**config.mk**
```make
export PLATFORM = sky130hd
export DESIGN_NAME = z80fi_checker_top
export DESIGN_NICKNAME = d
export VERILOG_FILES = /design/src/hdl/z80fi_pkg.sv /design/src/hdl/z80fi_checker_top.sv /design/src/hdl/z80fi_retire_checker.sv /design/src/hdl/z80fi_spec_select.sv /design/src/hdl/z80fi_insn_spec_ld_reg_reg.sv /design/src/hdl/z80fi_insn_spec_shift_reg.sv /design/src/hdl/z80fi_insn_spec_rr_rlc_reg.sv
export SDC_FILE = /design/constraint.sdc
export NUM_CORES = 1
export LEC_CHECK = 0
export BUFFER_PORTS_ARGS = -buffer_cell sky130_fd_sc_hd__buf_2
export CAP_MARGIN = 20
export CORE_ASPECT_RATIO = 0.8
export CORE_MARGIN = 2
export CORE_UTILIZATION = 40
export CTS_BUF_LIST = sky130_fd_sc_hd__clkbuf_8
export DETAILED_ROUTE_END_ITERATION = 10
export PLACE_DENSITY = 0.75
export SLEW_MARGIN = 20
export SYNTH_ARGS = -nofsm -noshare
export SYNTH_HDL_FRONTEND = slang
export SYNTH_SLANG_ARGS = --single-unit
export TNS_END_PERCENT = 50
```
**constraint.sdc**
```tcl
create_clock -name clk -period 11.2 [get_ports clk]
set_clock_uncertainty 0.1 [all_clocks]
set_input_delay 1.12 -clock clk [delete_from_list [all_inputs] [get_ports clk]]
set_output_delay 1.12 -clock clk [all_outputs]
set_load 0.01 [all_outputs]
```
**src/hdl/z80fi_pkg.sv**
```systemverilog
// Z80 retirement checker shared definitions.
// Holds the register-set layout, instruction and mask types, the Z80
// register codes, the flag bit positions and the parity helper used by
// the CB-prefixed specification blocks.

`default_nettype none

package z80fi_pkg;

    typedef logic [7:0]  reg8_t;
    typedef logic [15:0] addr16_t;

    // Register set packed as A, F, B, C, D, E, H, L, IP from the top down.
    typedef logic [79:0] regset_t;

    // Up to four instruction bytes, first byte in bits 7:0.
    typedef logic [31:0] insn_t;
    typedef logic [2:0]  insn_len_t;

    // One mismatch bit per field, A in bit 8 down to IP in bit 0.
    typedef logic [8:0]  regmask_t;

    localparam int REGSET_A_LSB  = 72;
    localparam int REGSET_F_LSB  = 64;
    localparam int REGSET_B_LSB  = 56;
    localparam int REGSET_C_LSB  = 48;
    localparam int REGSET_D_LSB  = 40;
    localparam int REGSET_E_LSB  = 32;
    localparam int REGSET_H_LSB  = 24;
    localparam int REGSET_L_LSB  = 16;
    localparam int REGSET_IP_LSB = 0;

    // Three-bit register codes as they appear in the opcode.
    // Code 6 selects (HL) and is not a register.
    localparam logic [2:0] REG_B = 3'd0;
    localparam logic [2:0] REG_C = 3'd1;
    localparam logic [2:0] REG_D = 3'd2;
    localparam logic [2:0] REG_E = 3'd3;
    localparam logic [2:0] REG_H = 3'd4;
    localparam logic [2:0] REG_L = 3'd5;
    localparam logic [2:0] REG_A = 3'd7;

    localparam int FLAG_C_NUM  = 0;
    localparam int FLAG_N_NUM  = 1;
    localparam int FLAG_PV_NUM = 2;
    localparam int FLAG_3_NUM  = 3;
    localparam int FLAG_H_NUM  = 4;
    localparam int FLAG_5_NUM  = 5;
    localparam int FLAG_Z_NUM  = 6;
    localparam int FLAG_S_NUM  = 7;

    // Even parity as the Z80 P/V flag reports it, 1 for an even count of ones.
    function automatic logic parity8(input reg8_t value);
        return ~^value;
    endfunction

endpackage

`default_nettype wire
```
**src/hdl/z80fi_checker_top.sv**
```systemverilog
// Z80 retirement checker top level.
// Feeds each retired-instruction record to the three specification
// blocks, selects the claiming result and checks it against the core.

`timescale 1ns/100ps
`default_nettype none

module z80fi_checker_top
    import z80fi_pkg::*;
#(
    parameter int ERR_COUNT_W = 16
) (
    input  logic                   clk,
    input  logic                   rst,
    input  logic                   retire_valid,
    input  insn_t                  retire_insn,
    input  insn_len_t              retire_len,
    input  regset_t                retire_regs_in,
    input  regset_t                retire_regs_out,
    output logic                   check_valid,
    output logic                   check_known,
    output logic                   check_pass,
    output regmask_t               check_mask,
    output logic [ERR_COUNT_W-1:0] error_count
);

    logic    rot_valid;
    logic    shift_valid;
    logic    ld_valid;
    regset_t rot_regs;
    regset_t shift_regs;
    regset_t ld_regs;
    regset_t sel_regs;
    logic    sel_known;

    z80fi_insn_spec_rr_rlc_reg u_spec_rot (
        .insn          (retire_insn),
        .len           (retire_len),
        .regs_in       (retire_regs_in),
        .spec_valid    (rot_valid),
        .spec_regs_out (rot_regs)
    );

    z80fi_insn_spec_shift_reg u_spec_shift (
        .insn          (retire_insn),
        .len           (retire_len),
        .regs_in       (retire_regs_in),
        .spec_valid    (shift_valid),
        .spec_regs_out (shift_regs)
    );

    z80fi_insn_spec_ld_reg_reg u_spec_ld (
        .insn          (retire_insn),
        .len           (retire_len),
        .regs_in       (retire_regs_in),
        .spec_valid    (ld_valid),
        .spec_regs_out (ld_regs)
    );

    z80fi_spec_select u_select (
        .rot_valid   (rot_valid),
        .shift_valid (shift_valid),
        .ld_valid    (ld_valid),
        .rot_regs    (rot_regs),
        .shift_regs  (shift_regs),
        .ld_regs     (ld_regs),
        .sel_regs    (sel_regs),
        .sel_known   (sel_known)
    );

    z80fi_retire_checker #(
        .ERR_COUNT_W (ERR_COUNT_W)
    ) u_checker (
        .clk             (clk),
        .rst             (rst),
        .retire_valid    (retire_valid),
        .retire_regs_out (retire_regs_out),
        .sel_regs        (sel_regs),
        .sel_known       (sel_known),
        .check_valid     (check_valid),
        .check_known     (check_known),
        .check_pass      (check_pass),
        .check_mask      (check_mask),
        .error_count     (error_count)
    );

endmodule

`default_nettype wire

```
**src/hdl/z80fi_retire_checker.sv**
```systemverilog
// Retirement result checker.
// Compares the register set the core claims with the specified one, field
// by field, and presents the mismatch mask one cycle after the record.
// Also keeps a saturating count of failing known records.

`timescale 1ns/100ps
`default_nettype none

module z80fi_retire_checker
    import z80fi_pkg::*;
#(
    parameter int ERR_COUNT_W = 16
) (
    input  logic                   clk,
    input  logic                   rst,
    input  logic                   retire_valid,
    input  regset_t                retire_regs_out,
    input  regset_t                sel_regs,
    input  logic                   sel_known,
    output logic                   check_valid,
    output logic                   check_known,
    output logic                   check_pass,
    output regmask_t               check_mask,
    output logic [ERR_COUNT_W-1:0] error_count
);

    localparam logic [ERR_COUNT_W-1:0] ERR_MAX = '1;

    regmask_t diff;
    regmask_t next_mask;
    logic     record_fail;

    // Mask order is A, F, B, C, D, E, H, L, IP from bit 8 down to bit 0.
    assign diff = {
        retire_regs_out[REGSET_A_LSB +: 8]   != sel_regs[REGSET_A_LSB +: 8],
        retire_regs_out[REGSET_F_LSB +: 8]   != sel_regs[REGSET_F_LSB +: 8],
        retire_regs_out[REGSET_B_LSB +: 8]   != sel_regs[REGSET_B_LSB +: 8],
        retire_regs_out[REGSET_C_LSB +: 8]   != sel_regs[REGSET_C_LSB +: 8],
        retire_regs_out[REGSET_D_LSB +: 8]   != sel_regs[REGSET_D_LSB +: 8],
        retire_regs_out[REGSET_E_LSB +: 8]   != sel_regs[REGSET_E_LSB +: 8],
        retire_regs_out[REGSET_H_LSB +: 8]   != sel_regs[REGSET_H_LSB +: 8],
        retire_regs_out[REGSET_L_LSB +: 8]   != sel_regs[REGSET_L_LSB +: 8],
        retire_regs_out[REGSET_IP_LSB +: 16] != sel_regs[REGSET_IP_LSB +: 16]
    };

    // An unclaimed opcode has no specified result, so its mask reads clean.
    assign next_mask   = sel_known ? diff : '0;
    assign record_fail = retire_valid && sel_known && (diff != '0);

    always_ff @(posedge clk) begin
        if (rst) begin
            check_valid <= 1'b0;
            check_known <= 1'b0;
        end else begin
            check_valid <= retire_valid;
            check_known <= retire_valid && sel_known;
        end
    end

    always_ff @(posedge clk) begin
        if (retire_valid) begin
            check_mask <= next_mask;
        end
    end

    assign check_pass = (check_mask == '0);

    // The count is updated at the same edge as the result, so it already
    // includes the record shown on check_mask. It sticks at its maximum.
    always_ff @(posedge clk) begin
        if (rst) begin
            error_count <= '0;
        end else if (record_fail && (error_count != ERR_MAX)) begin
            error_count <= error_count + 1'b1;
        end
    end

endmodule

`default_nettype wire

```
**src/hdl/z80fi_spec_select.sv**
```systemverilog
// Specification selector.
// Passes on the register set of whichever block claims the instruction
// and reports whether any block claimed it at all.

`timescale 1ns/100ps
`default_nettype none

module z80fi_spec_select
    import z80fi_pkg::*;
(
    input  logic    rot_valid,
    input  logic    shift_valid,
    input  logic    ld_valid,
    input  regset_t rot_regs,
    input  regset_t shift_regs,
    input  regset_t ld_regs,
    output regset_t sel_regs,
    output logic    sel_known
);

    logic [2:0] claim;

    assign claim     = {rot_valid, shift_valid, ld_valid};
    assign sel_known = |claim;

    // The opcode groups are disjoint, so at most one claim bit is ever set.
    // With no claim the rotate output is passed on and the checker drops it.
    always_comb begin
        case (claim)
            3'b100:  sel_regs = rot_regs;
            3'b010:  sel_regs = shift_regs;
            3'b001:  sel_regs = ld_regs;
            default: sel_regs = rot_regs;
        endcase
    end

endmodule

`default_nettype wire

```
**src/hdl/z80fi_insn_spec_ld_reg_reg.sv**
```systemverilog
// LD r,r' specification for the one-byte register-to-register load.
// Flags are untouched; only the destination register and IP change.

`timescale 1ns/100ps
`default_nettype none

module z80fi_insn_spec_ld_reg_reg
    import z80fi_pkg::*;
(
    input  insn_t     insn,
    input  insn_len_t len,
    input  regset_t   regs_in,
    output logic      spec_valid,
    output regset_t   spec_regs_out
);

    logic [2:0] dst;
    logic [2:0] src;
    reg8_t      rdata;

    assign dst = insn[5:3];
    assign src = insn[2:0];

    // Code 6 on either side is HALT or a memory form, neither of which is ours.
    assign spec_valid = (len == 3'd1) && (insn[7:6] == 2'b01) &&
                        (dst != 3'd6) && (src != 3'd6);

    always_comb begin
        case (src)
            REG_A:   rdata = regs_in[REGSET_A_LSB +: 8];
            REG_B:   rdata = regs_in[REGSET_B_LSB +: 8];
            REG_C:   rdata = regs_in[REGSET_C_LSB +: 8];
            REG_D:   rdata = regs_in[REGSET_D_LSB +: 8];
            REG_E:   rdata = regs_in[REGSET_E_LSB +: 8];
            REG_H:   rdata = regs_in[REGSET_H_LSB +: 8];
            REG_L:   rdata = regs_in[REGSET_L_LSB +: 8];
            default: rdata = '0;
        endcase
    end

    always_comb begin
        spec_regs_out = regs_in;
        case (dst)
            REG_A:   spec_regs_out[REGSET_A_LSB +: 8] = rdata;
            REG_B:   spec_regs_out[REGSET_B_LSB +: 8] = rdata;
            REG_C:   spec_regs_out[REGSET_C_LSB +: 8] = rdata;
            REG_D:   spec_regs_out[REGSET_D_LSB +: 8] = rdata;
            REG_E:   spec_regs_out[REGSET_E_LSB +: 8] = rdata;
            REG_H:   spec_regs_out[REGSET_H_LSB +: 8] = rdata;
            REG_L:   spec_regs_out[REGSET_L_LSB +: 8] = rdata;
            default: ;
        endcase
        spec_regs_out[REGSET_IP_LSB +: 16] =
            addr16_t'(regs_in[REGSET_IP_LSB +: 16] + addr16_t'(len));
    end

endmodule

`default_nettype wire

```
**src/hdl/z80fi_insn_spec_shift_reg.sv**
```systemverilog
// CB-prefixed shift specification: SLA, SRA, SLL and SRL on a register.
// Flags follow the same rule as the CB rotates.

`timescale 1ns/100ps
`default_nettype none

module z80fi_insn_spec_shift_reg
    import z80fi_pkg::*;
(
    input  insn_t     insn,
    input  insn_len_t len,
    input  regset_t   regs_in,
    output logic      spec_valid,
    output regset_t   spec_regs_out
);

    localparam logic [1:0] SH_SLA = 2'b00;
    localparam logic [1:0] SH_SRA = 2'b01;
    localparam logic [1:0] SH_SLL = 2'b10;
    localparam logic [1:0] SH_SRL = 2'b11;

    logic [1:0] op;
    logic [2:0] r;
    reg8_t      f_in;
    reg8_t      rdata;
    reg8_t      wdata;
    logic       carry;
    reg8_t      f_out;
    addr16_t    ip_out;

    assign op   = insn[12:11];
    assign r    = insn[10:8];
    assign f_in = regs_in[REGSET_F_LSB +: 8];

    assign spec_valid = (len == 3'd2) && (insn[7:0] == 8'hCB) &&
                        (insn[15:13] == 3'b001) && (r != 3'd6);

    always_comb begin
        case (r)
            REG_A:   rdata = regs_in[REGSET_A_LSB +: 8];
            REG_B:   rdata = regs_in[REGSET_B_LSB +: 8];
            REG_C:   rdata = regs_in[REGSET_C_LSB +: 8];
            REG_D:   rdata = regs_in[REGSET_D_LSB +: 8];
            REG_E:   rdata = regs_in[REGSET_E_LSB +: 8];
            REG_H:   rdata = regs_in[REGSET_H_LSB +: 8];
            REG_L:   rdata = regs_in[REGSET_L_LSB +: 8];
            default: rdata = '0;
        endcase
    end

    // Left shifts lose bit 7 into carry, right shifts lose bit 0.
    always_comb begin
        case (op)
            SH_SLA:  wdata = {rdata[6:0], 1'b0};
            SH_SRA:  wdata = {rdata[7], rdata[7:1]};
            SH_SLL:  wdata = {rdata[6:0], 1'b1};
            SH_SRL:  wdata = {1'b0, rdata[7:1]};
            default: wdata = rdata;
        endcase
        carry = op[0] ? rdata[0] : rdata[7];
    end

    assign ip_out = regs_in[REGSET_IP_LSB +: 16] + addr16_t'(len);

    always_comb begin
        f_out              = f_in;
        f_out[FLAG_S_NUM]  = wdata[7];
        f_out[FLAG_Z_NUM]  = (wdata == 8'h00);
        f_out[FLAG_H_NUM]  = 1'b0;
        f_out[FLAG_PV_NUM] = parity8(wdata);
        f_out[FLAG_N_NUM]  = 1'b0;
        f_out[FLAG_C_NUM]  = carry;
    end

    always_comb begin
        spec_regs_out = regs_in;
        case (r)
            REG_A:   spec_regs_out[REGSET_A_LSB +: 8] = wdata;
            REG_B:   spec_regs_out[REGSET_B_LSB +: 8] = wdata;
            REG_C:   spec_regs_out[REGSET_C_LSB +: 8] = wdata;
            REG_D:   spec_regs_out[REGSET_D_LSB +: 8] = wdata;
            REG_E:   spec_regs_out[REGSET_E_LSB +: 8] = wdata;
            REG_H:   spec_regs_out[REGSET_H_LSB +: 8] = wdata;
            REG_L:   spec_regs_out[REGSET_L_LSB +: 8] = wdata;
            default: ;
        endcase
        spec_regs_out[REGSET_F_LSB +: 8]   = f_out;
        spec_regs_out[REGSET_IP_LSB +: 16] = ip_out;
    end

endmodule

`default_nettype wire

```
**src/hdl/z80fi_insn_spec_rr_rlc_reg.sv**
```systemverilog
// CB-prefixed rotate specification: RLC, RRC, RL and RR on a register.
// Rotates without carry feed the leaving bit back in; RL and RR behave as
// nine-bit rotates through the carry flag.

`timescale 1ns/100ps
`default_nettype none

module z80fi_insn_spec_rr_rlc_reg
    import z80fi_pkg::*;
(
    input  insn_t     insn,
    input  insn_len_t len,
    input  regset_t   regs_in,
    output logic      spec_valid,
    output regset_t   spec_regs_out
);

    logic       through_c;
    logic       right;
    logic [2:0] r;
    reg8_t      f_in;
    reg8_t      rdata;
    logic       shove_bit;
    reg8_t      wdata;
    reg8_t      f_out;
    addr16_t    ip_out;

    // Second byte is 000 t d rrr, with t for through carry and d for right.
    assign through_c = insn[12];
    assign right     = insn[11];
    assign r         = insn[10:8];
    assign f_in      = regs_in[REGSET_F_LSB +: 8];

    assign spec_valid = (len == 3'd2) && (insn[7:0] == 8'hCB) &&
                        (insn[15:13] == 3'b000) && (r != 3'd6);

    always_comb begin
        case (r)
            REG_A:   rdata = regs_in[REGSET_A_LSB +: 8];
            REG_B:   rdata = regs_in[REGSET_B_LSB +: 8];
            REG_C:   rdata = regs_in[REGSET_C_LSB +: 8];
            REG_D:   rdata = regs_in[REGSET_D_LSB +: 8];
            REG_E:   rdata = regs_in[REGSET_E_LSB +: 8];
            REG_H:   rdata = regs_in[REGSET_H_LSB +: 8];
            REG_L:   rdata = regs_in[REGSET_L_LSB +: 8];
            default: rdata = '0;
        endcase
    end

    // The entering bit is the old carry for RL/RR, else the bit that leaves.
    assign shove_bit = through_c ? f_in[FLAG_C_NUM] : rdata[right ? 0 : 7];
    assign wdata     = right ? {shove_bit, rdata[7:1]} : {rdata[6:0], shove_bit};
    assign ip_out    = regs_in[REGSET_IP_LSB +: 16] + addr16_t'(len);

    always_comb begin
        f_out              = f_in;
        f_out[FLAG_S_NUM]  = wdata[7];
        f_out[FLAG_Z_NUM]  = (wdata == 8'h00);
        f_out[FLAG_H_NUM]  = 1'b0;
        f_out[FLAG_PV_NUM] = parity8(wdata);
        f_out[FLAG_N_NUM]  = 1'b0;
        f_out[FLAG_C_NUM]  = rdata[right ? 0 : 7];
    end

    always_comb begin
        spec_regs_out = regs_in;
        case (r)
            REG_A:   spec_regs_out[REGSET_A_LSB +: 8] = wdata;
            REG_B:   spec_regs_out[REGSET_B_LSB +: 8] = wdata;
            REG_C:   spec_regs_out[REGSET_C_LSB +: 8] = wdata;
            REG_D:   spec_regs_out[REGSET_D_LSB +: 8] = wdata;
            REG_E:   spec_regs_out[REGSET_E_LSB +: 8] = wdata;
            REG_H:   spec_regs_out[REGSET_H_LSB +: 8] = wdata;
            REG_L:   spec_regs_out[REGSET_L_LSB +: 8] = wdata;
            default: ;
        endcase
        spec_regs_out[REGSET_F_LSB +: 8]   = f_out;
        spec_regs_out[REGSET_IP_LSB +: 16] = ip_out;
    end

endmodule

`default_nettype wire

```
==> metrics.csv <==
stage,metric,value,unit
outcome,status,finished clean,
synthesis,ys flop type,dfxtp_1,
clock_network,clk buf depth,2,
detailed_routing,top sig layer,met4,
timing,Max-slew headroom,22.4,%
final_layout,nets@finish,1315,
synthesis,Post-Syn Nets,1150,
clock_network,clock latency on the worst-skew pair,0.27,ns
final_layout,multi-input logic area,5700,um2
timing,minimum clock period,7.53,ns
power_and_ir_drop,Leak,3.25,nW
timing,Setup-failing EPs final,0,
power_and_ir_drop,combinational power share,68.5,%
clock_network,clk root buf,clkbuf_8,
detailed_routing,drt drc,0,
critical_path,"CP delay by family, top",simple AND/OR/NAND/NOR gates,
clock_network,CTS tree,yes,
critical_path,CP arrival,7.60,ns
detailed_routing,met3 WL post-DR,4720,um
place,Inst Count DP,1317,
timing,Final Hold Slack,0.408,ns
clock_network,CTS sink cnt,27,
power_and_ir_drop,Worst VDD drop,0.0510,mV
detailed_routing,Post-Route WL,30900,um
worst_hold_path,WHS Endpoint,u_checker.error_count[1]$_SDFFE_PP0P_,
power_and_ir_drop,Seq pwr share,20.8,%
floorplan,Die H,121,um
global_routing,largest net degree at the start of global routing,44,
place,GP Congestion,1.03,
timing,max-slew violations,0,
final_layout,final core utilization,47.8,%
timing,RSZ-0062 raised after global routing,false,
critical_path,r2r setup slk,8.26,ns
synthesis,"Seq/Total Area, Yosys",9.24,%
synthesis,Netlist cell types,103,
critical_path,crit path kind,input port to flip-flop,
floorplan,Die Wd,150,um
detailed_routing,Pre-antenna DRT Iters,6,
power_and_ir_drop,Sw Pwr,0.000246,W
critical_path,FF-to-FF path depth,8,
floorplan,Core ar.,16600,um2
place,Post-Place Cell Area,7890,um2
power_and_ir_drop,power per cell area,63.2,nW/um2
clock_network,CTS buffer count,3,
detailed_routing,wl on met1,12200,um
global_routing,number of antenna violations at the first check in global routing,1,
final_layout,Layout area overhead,16.4,%
power_and_ir_drop,clock share of power,10.7,%
critical_path,Crit path required time,11.27,ns
detailed_routing,vias per cell,6.65,
critical_path,CP max FO,40,
clock_network,postcts setup bufs,0,
final_layout,Reg area,631,um2
critical_path,max incr delay on CP,0.96,ns
critical_path,Worst setup SP type,input port,
worst_hold_path,Hold Crit Start,u_checker.error_count[1]$_SDFFE_PP0P_,
floorplan,# IOs,226,
place,port bufs,209,
clock_network,clock slew at the register clock pins of the worst setup and hold paths,0.09,ns
critical_path,crit end category,flip-flop,
final_layout,final instance area,7940,um2
worst_hold_path,Hold Path Stages,2,
global_routing,vias in the first global route,8106,
synthesis,register bit total from synthesis,27,
detailed_routing,WL met2,12600,um
clock_network,H-tree lvl count,1,
run,Maximum Capacitance Violations,0,
detailed_routing,drt wl/cell,23.4,um
floorplan,FP Rows,42,
final_layout,FILL cells,1739,
critical_path,RR Endpoint,u_checker.error_count[11]$_SDFFE_PP0P_,
synthesis,Yosys warning count,0,
timing,Final period util,67.3,%
critical_path,number of cells on the critical path,20,
critical_path,slowest CP cell,nor4_1,
synthesis,Mapped Cells,937,
global_routing,total congestion overflow,0,
clock_network,Hold Buf Count CTS,0,
timing,final hold viol count,0,
floorplan,Total Die Area,18100,um2
worst_hold_path,worst hold path type,flip-flop to flip-flop,
timing,setup TNS,0,ns
detailed_routing,via count,8785,
critical_path,FF-to-FF Start,u_checker.error_count[4]$_SDFFE_PP0P_,
global_routing,total global-route track usage,33.0,%
synthesis,number of flops mapped to enable cells by yosys,9,
timing,Worst-Margin Slew,1.15,ns
synthesis,ys async rst share,0,%
synthesis,"Cell Area, Synth",6820,um2
power_and_ir_drop,internal power,0.000256,W
timing,Fmax,0.133,GHz
synthesis,Syn Area/Cell,7.28,um2
critical_path,worst path cell trace,buf_2 -> inv_2 -> ha_1 -> a311oi_2 -> inv_1 -> nand2_1 -> o21ai_1 -> inv_2 -> ha_1 -> xor2_1 -> xnor2_1 -> mux2i_1 -> mux2i_1 -> xnor2_1 -> nor4_1 -> and3_1 -> nand4_1 -> or4_1 -> and4bb_1 -> mux2_4,
power_and_ir_drop,Sw Share,49.0,%
critical_path,Critical path buffers and inverters,4,
detailed_routing,Initial DRC Count,1212,
global_routing,first-pass GRT wire length,46100,um
floorplan,Initial Util,41.1,%
place,HPWL after DPL,24500,um
clock_network,Resize count post-CTS,0,
final_layout,layout cell share with drive strength beyond 1,25.8,%
detailed_routing,Post-DRT Antenna Nets,0,
final_layout,Non-Filler Instances,1322,
power groups by stage:
stage / combinational (W) / clock, W / sequential, W
floorplan: 0.000204 / 0 / 0.000108
global placement: 0.000323 / 0 / 0.000107
detailed placement: 0.000327 / 0 / 0.000107
CTS: 0.000328 / 0.0000548 / 0.000104
global route: 0.000363 / 0.0000609 / 0.000105
finish: 0.000343 / 0.0000538 / 0.000104
per-layer routing:
metal / up-vias / global-route usage, %
met3: 123 / 12.3
li1: 3970 / -
met1: 4064 / 43.6
met5: - / 0
met2: 628 / 48.3
met4: 0 / 13.3
worst max path at each step:
stage	from	end	slack [ns]
final	retire_insn[9]	u_checker.error_count[10]$_SDFFE_PP0P_	3.67
after global routing	retire_insn[9]	u_checker.error_count[10]$_SDFFE_PP0P_	3.47
after CTS	retire_insn[9]	u_checker.error_count[10]$_SDFFE_PP0P_	4.02
after detailed placement	retire_insn[9]	u_checker.error_count[10]$_SDFFE_PP0P_	3.73
after global placement	retire_insn[9]	u_checker.error_count[10]$_SDFFE_PP0P_	3.80
after floorplan	retire_insn[9]	u_checker.error_count[10]$_SDFFE_PP0P_	5.69
kinds of logic after synthesis:
kind of cell / synth area share, %
adders and majority gates: 2.86
muxes: 8.64
DFF: 9.24
AOI/OAI and AO/OA: 32.1
xor gates and xnor gates: 8.09
buffers and inverters: 7.24
and+or+nand+nor: 31.8
state kept, by name, indices dropped and copies added (netlist names):
name / count
u_checker.error_count: 16
u_checker.check_valid: 1
u_checker.check_mask: 9
u_checker.check_known: 1
cell usage after synthesis, drive strengths merged (9+ instances only):
cell type  instances  area [um2]
a211oi            18         140
dfxtp             18         360
nand4             23         144
nand3             51         260
nand2b            11        68.8
nor2b             18         113
edfxtp             9         270
o221ai            11        96.3
nor2              89         334
a21oi             49         245
and3              11        68.8
nor4              17         134
a31oi             18         113
mux2i             36         360
o21ai             36         184
mux2              14         161
nand2             62         238
inv               45         169
clkbuf            18        67.6
nand3b            10        78.8
buf               40         258
ha                14         175
xor2              25         219
a221oi            10        93.8
a22oi             15         113
o211ai            11        82.6
xnor2             38         333
and4              10        87.6
o22ai             23         164
nor3              34         180
or3b               9        78.8
metrics by stage:
| step | setup slack [ns] | total power (W) |
|---|---|---|
| 2_1_floorplan | 5.69 | 0.000312 |
| 3_3_place_gp | 3.80 | 0.000429 |
| 3_5_place_dp | 3.73 | 0.000434 |
| 4_1_cts | 4.02 | 0.000487 |
| 6_report | 3.67 | 0.000501 |
| 5_1_grt | 3.47 | 0.000529 |
worst register-to-register path: cells and delay by family, from the launching register on:
family           cells  cell delay (ns)
AND/OR/NAND/NOR      5             1.16
AO/OA/AOI/OAI        2             0.89
multiplexers         1             0.32
flip-flops           1             0.37
layout by cell type (no fill, tap or decap), types with 11 or more instances in the layout:
| master | instances |
|---|---|
| nor2b_1 | 18 |
| nand4_1 | 23 |
| nor3_1 | 32 |
| and3_1 | 11 |
| nor2_1 | 89 |
| a21oi_1 | 49 |
| o22ai_1 | 21 |
| a22oi_1 | 15 |
| nor4_1 | 13 |
| mux2i_1 | 36 |
| a211oi_1 | 17 |
| nand2b_1 | 11 |
| o21ai_0 | 27 |
| nand2_1 | 60 |
| xnor2_1 | 38 |
| ha_1 | 14 |
| nand3_1 | 50 |
| o221ai_1 | 11 |
| dfxtp_1 | 18 |
| a31oi_1 | 18 |
| inv_1 | 41 |
| xor2_1 | 25 |
| o211ai_1 | 11 |
| buf_2 | 209 |
area by class of cell:
type | count | area share [%]
Clock inverter | 1 | 0.0473
Antenna cell | 1 | 0.0315
Tap cell | 220 | 3.47
Sequential cell | 27 | 7.94
Multi-Input combinational cell | 807 | 71.8
Timing Repair Buffer | 218 | 14.0
Clock buffer | 3 | 0.520
Inverter | 45 | 2.13
No activity file was read; power rests on OpenSTA's default activity.
